File: src/hdl/fpu_defines.svh
`ifndef FPU_DEFINES_SVH
`define FPU_DEFINES_SVH

`define FPU_W       32
`define FPU_BIAS    127
`define FPU_LATENCY 2

// funct5 opcodes of the floating-point instructions.
`define FPU_F5_FADD  5'b00000
`define FPU_F5_FSUB  5'b00001
`define FPU_F5_FMUL  5'b00010
`define FPU_F5_FSGNJ 5'b00100
`define FPU_F5_FCMP  5'b10100
`define FPU_F5_FTOI  5'b11000
`define FPU_F5_ITOF  5'b11010

// rm values that pick the sign-injection and compare variants.
`define FPU_RM_SGNJ  3'b000
`define FPU_RM_SGNJN 3'b001
`define FPU_RM_FEQ   3'b010
`define FPU_RM_FLT   3'b001

`define FPU_QNAN 32'h7fc00000

`endif

File: src/hdl/fpu_pkg.sv
`include "fpu_defines.svh"

package fpu_pkg;

    // one entry per operation, with the rm variants already resolved.
    typedef enum logic [3:0] {
        OP_MUL,
        OP_FTOI,
        OP_ITOF,
        OP_SGNJ,
        OP_SGNJN,
        OP_SGNJX,
        OP_FEQ,
        OP_FLT,
        OP_FLE,
        OP_UNSUP
    } fpu_op_e;

    // fields of one operand; a subnormal is already flushed to zero here.
    typedef struct packed {
        logic        sign;
        logic [7:0]  exp;
        logic [22:0] mant;
        logic        is_zero;
        logic        is_inf;
        logic        is_nan;
    } fpu_class_t;

    typedef struct packed {
        logic                valid;
        fpu_op_e             op;
        logic [`FPU_W-1:0]   x;
        logic [`FPU_W-1:0]   y;
        fpu_class_t          xc;
        fpu_class_t          yc;
    } fpu_issue_t;

    typedef struct packed {
        logic              valid;
        logic [`FPU_W-1:0] data;
    } fpu_result_t;

endpackage

File: src/hdl/fpu_decode.sv
`timescale 1ns/1ns
`default_nettype none
`include "fpu_defines.svh"

module fpu_decode (
    input  wire                 clk,
    input  wire                 rstn,
    input  wire                 en,
    input  wire [`FPU_W-1:0]    x,
    input  wire [`FPU_W-1:0]    y,
    input  wire [4:0]           funct5,
    input  wire [2:0]           rm,
    output fpu_pkg::fpu_issue_t issue
);

    fpu_pkg::fpu_op_e op;

    function automatic fpu_pkg::fpu_class_t classify(input logic [`FPU_W-1:0] w);
        fpu_pkg::fpu_class_t c;
        c.sign    = w[31];
        c.exp     = w[30:23];
        // subnormals keep their sign and lose the fraction.
        c.mant    = (w[30:23] == 8'd0) ? 23'd0 : w[22:0];
        c.is_zero = (w[30:23] == 8'd0);
        c.is_inf  = (w[30:23] == 8'hff) && (w[22:0] == 23'd0);
        c.is_nan  = (w[30:23] == 8'hff) && (w[22:0] != 23'd0);
        return c;
    endfunction

    always_comb begin
        case (funct5)
            `FPU_F5_FMUL: op = fpu_pkg::OP_MUL;
            `FPU_F5_FTOI: op = fpu_pkg::OP_FTOI;
            `FPU_F5_ITOF: op = fpu_pkg::OP_ITOF;
            `FPU_F5_FSGNJ: op = (rm == `FPU_RM_SGNJ)  ? fpu_pkg::OP_SGNJ  :
                                (rm == `FPU_RM_SGNJN) ? fpu_pkg::OP_SGNJN :
                                                        fpu_pkg::OP_SGNJX;
            `FPU_F5_FCMP: op = (rm == `FPU_RM_FEQ) ? fpu_pkg::OP_FEQ :
                               (rm == `FPU_RM_FLT) ? fpu_pkg::OP_FLT :
                                                     fpu_pkg::OP_FLE;
            // add and subtract have no datapath in this unit.
            default: op = fpu_pkg::OP_UNSUP;
        endcase
    end

    always_ff @(posedge clk) begin
        if (!rstn) begin
            issue.valid <= 1'b0;
        end else begin
            issue.valid <= en;
        end
        issue.op <= op;
        issue.x  <= x;
        issue.y  <= y;
        issue.xc <= classify(x);
        issue.yc <= classify(y);
    end

endmodule

`default_nettype wire

File: src/hdl/fpu_mul.sv
`timescale 1ns/1ns
`default_nettype none
`include "fpu_defines.svh"

module fpu_mul (
    input  wire fpu_pkg::fpu_issue_t issue,
    output logic [`FPU_W-1:0]        res
);

    logic [47:0]       prod;
    logic signed [9:0] e_sum;
    logic [22:0]       mant;
    logic              sign;

    always_comb begin
        sign = issue.xc.sign ^ issue.yc.sign;
        prod = {1'b1, issue.xc.mant} * {1'b1, issue.yc.mant};
        // the product of two significands in [1,2) lies in [1,4), so one shift is enough.
        e_sum = 10'(issue.xc.exp) + 10'(issue.yc.exp) - 10'(`FPU_BIAS) + 10'(prod[47]);
        mant  = prod[47] ? prod[46:24] : prod[45:23];

        if (issue.xc.is_nan || issue.yc.is_nan ||
            (issue.xc.is_zero && issue.yc.is_inf) ||
            (issue.xc.is_inf && issue.yc.is_zero)) begin
            res = `FPU_QNAN;
        end else if (issue.xc.is_inf || issue.yc.is_inf) begin
            res = {sign, 8'hff, 23'd0};
        end else if (issue.xc.is_zero || issue.yc.is_zero) begin
            res = {sign, 31'd0};
        end else if (e_sum > 10'sd254) begin
            // round toward zero never overflows to infinity.
            res = {sign, 31'h7f7fffff};
        end else if (e_sum < 10'sd1) begin
            res = {sign, 31'd0};
        end else begin
            res = {sign, e_sum[7:0], mant};
        end
    end

endmodule

`default_nettype wire

File: src/hdl/fpu_convert.sv
`timescale 1ns/1ns
`default_nettype none
`include "fpu_defines.svh"

module fpu_convert (
    input  wire fpu_pkg::fpu_issue_t issue,
    output logic [`FPU_W-1:0]        res
);

    logic [7:0]        shamt;
    logic [54:0]       wide;
    logic [30:0]       ftoi_mag;
    logic [`FPU_W-1:0] ftoi_res;
    logic [`FPU_W-1:0] itof_mag;
    logic [4:0]        lead;
    logic [`FPU_W-1:0] norm;
    logic [`FPU_W-1:0] itof_res;

    // float to integer, truncating toward zero.
    always_comb begin
        shamt    = issue.xc.exp - 8'(`FPU_BIAS);
        wide     = 55'({1'b1, issue.xc.mant}) << shamt[4:0];
        ftoi_mag = wide[53:23];

        if (issue.xc.is_nan) begin
            ftoi_res = 32'h7fffffff;
        end else if (issue.xc.is_zero || issue.xc.exp < 8'(`FPU_BIAS)) begin
            ftoi_res = 32'd0;
        end else if (issue.xc.exp >= 8'(`FPU_BIAS + 31)) begin
            // -2^31 itself lands here and is exact.
            ftoi_res = issue.xc.sign ? 32'h80000000 : 32'h7fffffff;
        end else if (issue.xc.sign) begin
            ftoi_res = -{1'b0, ftoi_mag};
        end else begin
            ftoi_res = {1'b0, ftoi_mag};
        end
    end

    // signed integer to float.
    always_comb begin
        itof_mag = issue.x[31] ? -issue.x : issue.x;
        lead = 5'd0;
        for (int i = 0; i < `FPU_W; i++) begin
            if (itof_mag[i]) begin
                lead = 5'(i);
            end
        end
        norm = itof_mag << (5'd31 - lead);

        if (issue.x == 32'd0) begin
            itof_res = 32'd0;
        end else begin
            // bits below the 24 kept ones are dropped.
            itof_res = {issue.x[31], 8'(`FPU_BIAS) + 8'(lead), norm[30:8]};
        end
    end

    assign res = (issue.op == fpu_pkg::OP_FTOI) ? ftoi_res : itof_res;

endmodule

`default_nettype wire

File: src/hdl/fpu_sign_cmp.sv
`timescale 1ns/1ns
`default_nettype none
`include "fpu_defines.svh"

module fpu_sign_cmp (
    input  wire fpu_pkg::fpu_issue_t issue,
    output logic [`FPU_W-1:0]        res
);

    logic [30:0] x_mag;
    logic [30:0] y_mag;
    logic        any_nan;
    logic        both_zero;
    logic        eq;
    logic        lt;

    always_comb begin
        x_mag     = {issue.xc.exp, issue.xc.mant};
        y_mag     = {issue.yc.exp, issue.yc.mant};
        any_nan   = issue.xc.is_nan || issue.yc.is_nan;
        both_zero = issue.xc.is_zero && issue.yc.is_zero;

        // +0 and -0 compare equal.
        eq = !any_nan && (both_zero || (issue.xc.sign == issue.yc.sign && x_mag == y_mag));

        if (any_nan || both_zero) begin
            lt = 1'b0;
        end else if (issue.xc.sign != issue.yc.sign) begin
            lt = issue.xc.sign;
        end else if (issue.xc.sign) begin
            lt = x_mag > y_mag;
        end else begin
            lt = x_mag < y_mag;
        end

        case (issue.op)
            fpu_pkg::OP_SGNJ:  res = {issue.y[31], issue.x[30:0]};
            fpu_pkg::OP_SGNJN: res = {~issue.y[31], issue.x[30:0]};
            fpu_pkg::OP_SGNJX: res = {issue.x[31] ^ issue.y[31], issue.x[30:0]};
            fpu_pkg::OP_FEQ:   res = 32'(eq);
            fpu_pkg::OP_FLT:   res = 32'(lt);
            default:           res = 32'(lt | eq);
        endcase
    end

endmodule

`default_nettype wire

File: src/hdl/fpu_select.sv
`timescale 1ns/1ns
`default_nettype none
`include "fpu_defines.svh"

module fpu_select (
    input  wire                  clk,
    input  wire                  rstn,
    input  wire fpu_pkg::fpu_issue_t issue,
    input  wire [`FPU_W-1:0]     mul_res,
    input  wire [`FPU_W-1:0]     cvt_res,
    input  wire [`FPU_W-1:0]     sc_res,
    output fpu_pkg::fpu_result_t result
);

    logic [`FPU_W-1:0] word;

    always_comb begin
        case (issue.op)
            fpu_pkg::OP_MUL:                   word = mul_res;
            fpu_pkg::OP_FTOI, fpu_pkg::OP_ITOF: word = cvt_res;
            fpu_pkg::OP_UNSUP:                 word = `FPU_QNAN;
            default:                           word = sc_res;
        endcase
    end

    // data holds its last value between operations.
    always_ff @(posedge clk) begin
        if (!rstn) begin
            result <= '0;
        end else begin
            result.valid <= issue.valid;
            if (issue.valid) begin
                result.data <= word;
            end
        end
    end

endmodule

`default_nettype wire

File: src/hdl/fpu_short.sv
`timescale 1ns/1ns
`default_nettype none
`include "fpu_defines.svh"

module fpu_short (
    input  wire                clk,
    input  wire                rstn,
    input  wire                en,
    input  wire [`FPU_W-1:0]   x,
    input  wire [`FPU_W-1:0]   y,
    input  wire [4:0]          funct5,
    input  wire [2:0]          rm,
    output wire [`FPU_W-1:0]   res,
    output wire                valid
);

    fpu_pkg::fpu_issue_t  issue;
    fpu_pkg::fpu_result_t result;
    wire [`FPU_W-1:0]     mul_res;
    wire [`FPU_W-1:0]     cvt_res;
    wire [`FPU_W-1:0]     sc_res;

    fpu_decode u_decode (
        .clk    (clk),
        .rstn   (rstn),
        .en     (en),
        .x      (x),
        .y      (y),
        .funct5 (funct5),
        .rm     (rm),
        .issue  (issue)
    );

    fpu_mul u_mul (
        .issue (issue),
        .res   (mul_res)
    );

    fpu_convert u_convert (
        .issue (issue),
        .res   (cvt_res)
    );

    fpu_sign_cmp u_sign_cmp (
        .issue (issue),
        .res   (sc_res)
    );

    fpu_select u_select (
        .clk     (clk),
        .rstn    (rstn),
        .issue   (issue),
        .mul_res (mul_res),
        .cvt_res (cvt_res),
        .sc_res  (sc_res),
        .result  (result)
    );

    assign res   = result.data;
    assign valid = result.valid;

endmodule

`default_nettype wire

File: config.mk
export PLATFORM = sky130hd
export DESIGN_NAME = fpu_short
export DESIGN_NICKNAME = d
export VERILOG_FILES = /design/src/hdl/fpu_pkg.sv /design/src/hdl/fpu_decode.sv /design/src/hdl/fpu_mul.sv /design/src/hdl/fpu_convert.sv /design/src/hdl/fpu_sign_cmp.sv /design/src/hdl/fpu_select.sv /design/src/hdl/fpu_short.sv
export VERILOG_INCLUDE_DIRS = /design/src /design/src/hdl
export SDC_FILE = /design/constraint.sdc
export NUM_CORES = 2
export LEC_CHECK = 0
export BUFFER_PORTS_ARGS = -buffer_cell sky130_fd_sc_hd__clkbuf_2
export CAP_MARGIN = 20
export CORE_MARGIN = 4
export CORE_UTILIZATION = 40
export CTS_BUF_LIST = sky130_fd_sc_hd__clkbuf_4 sky130_fd_sc_hd__clkbuf_8 sky130_fd_sc_hd__clkbuf_16
export DETAILED_ROUTE_END_ITERATION = 10
export PLACE_DENSITY = 0.59
export REMOVE_ABC_BUFFERS = 1
export SYNTH_ARGS = -nofsm -noshare
export SYNTH_HDL_FRONTEND = slang
export SYNTH_SLANG_ARGS = --single-unit
File: constraint.sdc
create_clock -name clk -period 14.75 [get_ports clk]
set_input_delay 0 -clock clk [delete_from_list [all_inputs] [get_ports clk]]
set_output_delay 0 -clock clk [all_outputs]
set_load 0.02 [all_outputs]
==> results.tsv <==
stage	metric	value	unit
timing	finalSetupTns	0	ns
cells_and_area	most-common-layout-cells	inv_1, fa_1, nand2_1	
worst_setup_path	crit_top_cell	fa_1	
clock_tree	clockBufferDepth	2	
synthesis	synth_edf_count	0	
worst_setup_path	path_max_fanout	28	
timing	drv_slew	0	
place	dp.cells	4905	
global_routing	grt.total_usage	0.290	
clock_tree	clkSlewWorstSetupHoldPaths	0.08	ns
route	vias	29100	
cells_and_area	layout_commonest_cell	inv_1	
floorplanning	row_count	103	
floorplanning	core_region_area	0.0789	mm^2
synthesis	ys_ff_latch	131	
place	io_buffers	107	
timing	worst_slew_pin_slew	1.12	ns
route	dr.pass1.iters	5	
run	max-cap-violations	0	
timing	hold_viol	0	
synthesis	syn_inst	3898	
worst_setup_path	cp_slowest_cell	dfxtp_1	
global_routing	grt_pass1_vias	29300	
timing	relSlewSlack	0.245	
worst_setup_path	cp-end-kind	flip-flop	
synthesis	synth_area_per_cell	8.14	um^2
timing	skew	0.0161	ns
clock_tree	post_cts_buffers	0	
timing	rsz0062_at_grt	no	
cells_and_area	layout.nets	4744	
floorplanning	start_util	0.402	
route	drt-initial-drc-count	3317	
timing	period_needed	11.71	ns
synthesis	synth_cell_types	106	
route	vias_per_cell	5.80	
global_routing	antenna_found_initial	2	
global_routing	grt_pass1_wl	184000	um
place	dpl.hpwl	93400	um
global_routing	grt_max_degree	68	
cells_and_area	area_growth_syn_to_layout	9.15	%
route	wl_per_cell	23.9	um
floorplanning	die_h	290	um
worst_setup_path	crit_path_start_kind	flip-flop	
synthesis	ys_seq_area_frac	0.0826	
synthesis	async_flop_share	0	
worst_setup_path	critPathArrivalTime	12.12	ns
route	final_antenna_net_count	0	
synthesis	yosysWarnings	0	
floorplanning	design.portCount	108	
place	gp_congestion	0.988	
worst_setup_path	critPathMaxStageDelay	0.80	ns
timing	finalSetupViolations	0	
synthesis	synthesis.area	0.0317	mm^2
cells_and_area	drive_gt1_frac	0.0782	
cells_and_area	fillers	7978	
status	status	finished, final reports clean	
route	routed_wl	120000	um
clock_tree	cts_tree	built	
timing	fmax	85.4	MHz
clock_tree	cts_root_buffer	clkbuf_16	
floorplanning	die_w	290	um
cells_and_area	final_cells	5014	
worst_setup_path	crit_type	flip-flop to flip-flop	
route	drc	0	
min_path	hp-class	input pin to flip-flop	
floorplanning	die_area	0.0839	mm^2
clock_tree	cts_buffers	17	
clock_tree	htree_levels	4	
clock_tree	clock-sinks	131	
global_routing	overflow	0	
timing	fin_crit_sh	0.794	
synthesis	synthFlopType	dfxtp_1	
clock_tree	clock_latency	0.49	ns
worst_setup_path	worstPathRequired	15.16	ns
==> state kept, by name (all words and copies together), names as in the netlist <==
| register | count |
|---|---|
| u_decode.issue | 98 |
| u_select.result | 33 |
==> cell type report <==
cell class | instances | area (um^2) | share of cell area
Sequential cell | 131 | 2630 | 0.0758
Tap cell | 1050 | 1310 | 0.0379
Timing Repair Buffer | 243 | 1750 | 0.0505
Multi-Input combinational cell | 2908 | 25900 | 0.746
Clock buffer | 18 | 450 | 0.0130
Antenna cell | 2 | 5.00 | 0.000144
Clock inverter | 14 | 209 | 0.00603
Inverter | 648 | 2430 | 0.0703
==> path summary, 6_finish.rpt <==
check / startpoint / to / slack [ns] / cells after the start
worst min-delay path: funct5[1] / u_decode.issue[137] / 0.03 / 3
worst max-delay path: u_decode.issue[10] / u_select.result[18] / 3.04 / 39
worst max register to register: u_decode.issue[10] / u_select.result[18] / 3.04 / 39
worst min register to register: u_select.result[24] / u_select.result[24] / 0.52 / 2
==> cells in the mapped netlist, types with 10 or more instances <==
library cell,number,share of area
buf_2,24,0.0038
or3_1,33,0.0065
xor2_1,37,0.010
xnor2_1,67,0.018
or4_1,13,0.0031
buf_1,21,0.0025
nand3_1,44,0.0069
o21ai_1,12,0.0019
o21bai_1,16,0.0038
a32oi_1,10,0.0028
clkbuf_1,156,0.018
nor2b_1,16,0.0032
nand2b_1,29,0.0057
fa_1,482,0.30
o221ai_1,19,0.0052
a2111oi_0,11,0.0030
inv_1,632,0.075
mux2i_1,63,0.020
ha_1,238,0.094
nand2_1,451,0.053
or2_2,10,0.0020
dfxtp_1,131,0.083
a211oi_1,25,0.0059
and3_1,11,0.0022
o21a_1,16,0.0038
nor4_1,34,0.0067
nand4_1,31,0.0061
nor2_1,294,0.035
a221oi_1,27,0.0075
a21oi_1,170,0.027
o31ai_1,17,0.0040
and2_1,187,0.037
o211ai_1,27,0.0064
o21ai_0,143,0.023
a22oi_1,11,0.0026
nor3_1,64,0.010
a21o_1,40,0.0095
o22ai_1,28,0.0055
mux2_2,17,0.0060
mux4_2,22,0.016
a31oi_1,33,0.0065
==> routing by layer <==
metal / part of all wire / vias to the layer above / global-route usage
li1: - / 12900 / -
met1: 0.43 / 14500 / 0.408
met2: 0.44 / 1389 / 0.444
met3: 0.089 / 241 / 0.0565
met4: 0.037 / 0 / 0.102
met5: 0 / - / 0
==> stage by stage <==
| step | hold WS, ns | setup slack (ns) | cell area (um^2) | util |
|---|---|---|---|---|
| after floorplan | 0.0277 | 3.81 | 30900 | - |
| after global placement | 0.106 | 3.43 | 33200 | 0.421 |
| after detailed placement | 0.104 | 3.27 | 33200 | 0.421 |
| after CTS | 0.00893 | 3.20 | 34600 | 0.439 |
| after global routing | 0.0993 | 2.32 | 34600 | 0.439 |
| final | 0.0349 | 3.04 | 34600 | 0.439 |
==> critical path: cells and delay by family (launching register included) <==
family / cells / cell delay [ns]
buffers and inverters: 9 / 1.59
adder cells (fa/ha/maj): 10 / 4.13
AND/OR/NAND/NOR: 7 / 1.86
flip-flops: 1 / 0.80
XOR/XNOR: 2 / 0.34
AO/OA/AOI/OAI: 11 / 2.88
==> timing repair <==
action | 4_1_cts | 5_1_grt
hold buffers | 74 | 0
gates resized for setup | 0 | 0
setup endpoints to repair | 0 | 0
hold endpoints to repair | 96 | 0
==> cell families (layout without fill, tap and decap cells) <==
logic type,count (synthesis),count (layout),share of synthesized area
xor gates and xnor gates,106,106,0.0297
AOI/OAI and AO/OA,718,718,0.153
other,0,2,0
adders and majority gates,720,720,0.398
muxes,106,106,0.0441
DFF,131,131,0.0826
buffers and inverters,859,923,0.104
and+or+nand+nor,1258,1258,0.189
Power is left out: the tool's default activity adds up to more than one toggle a clock period on the data nets, which glitch-free logic cannot reach.
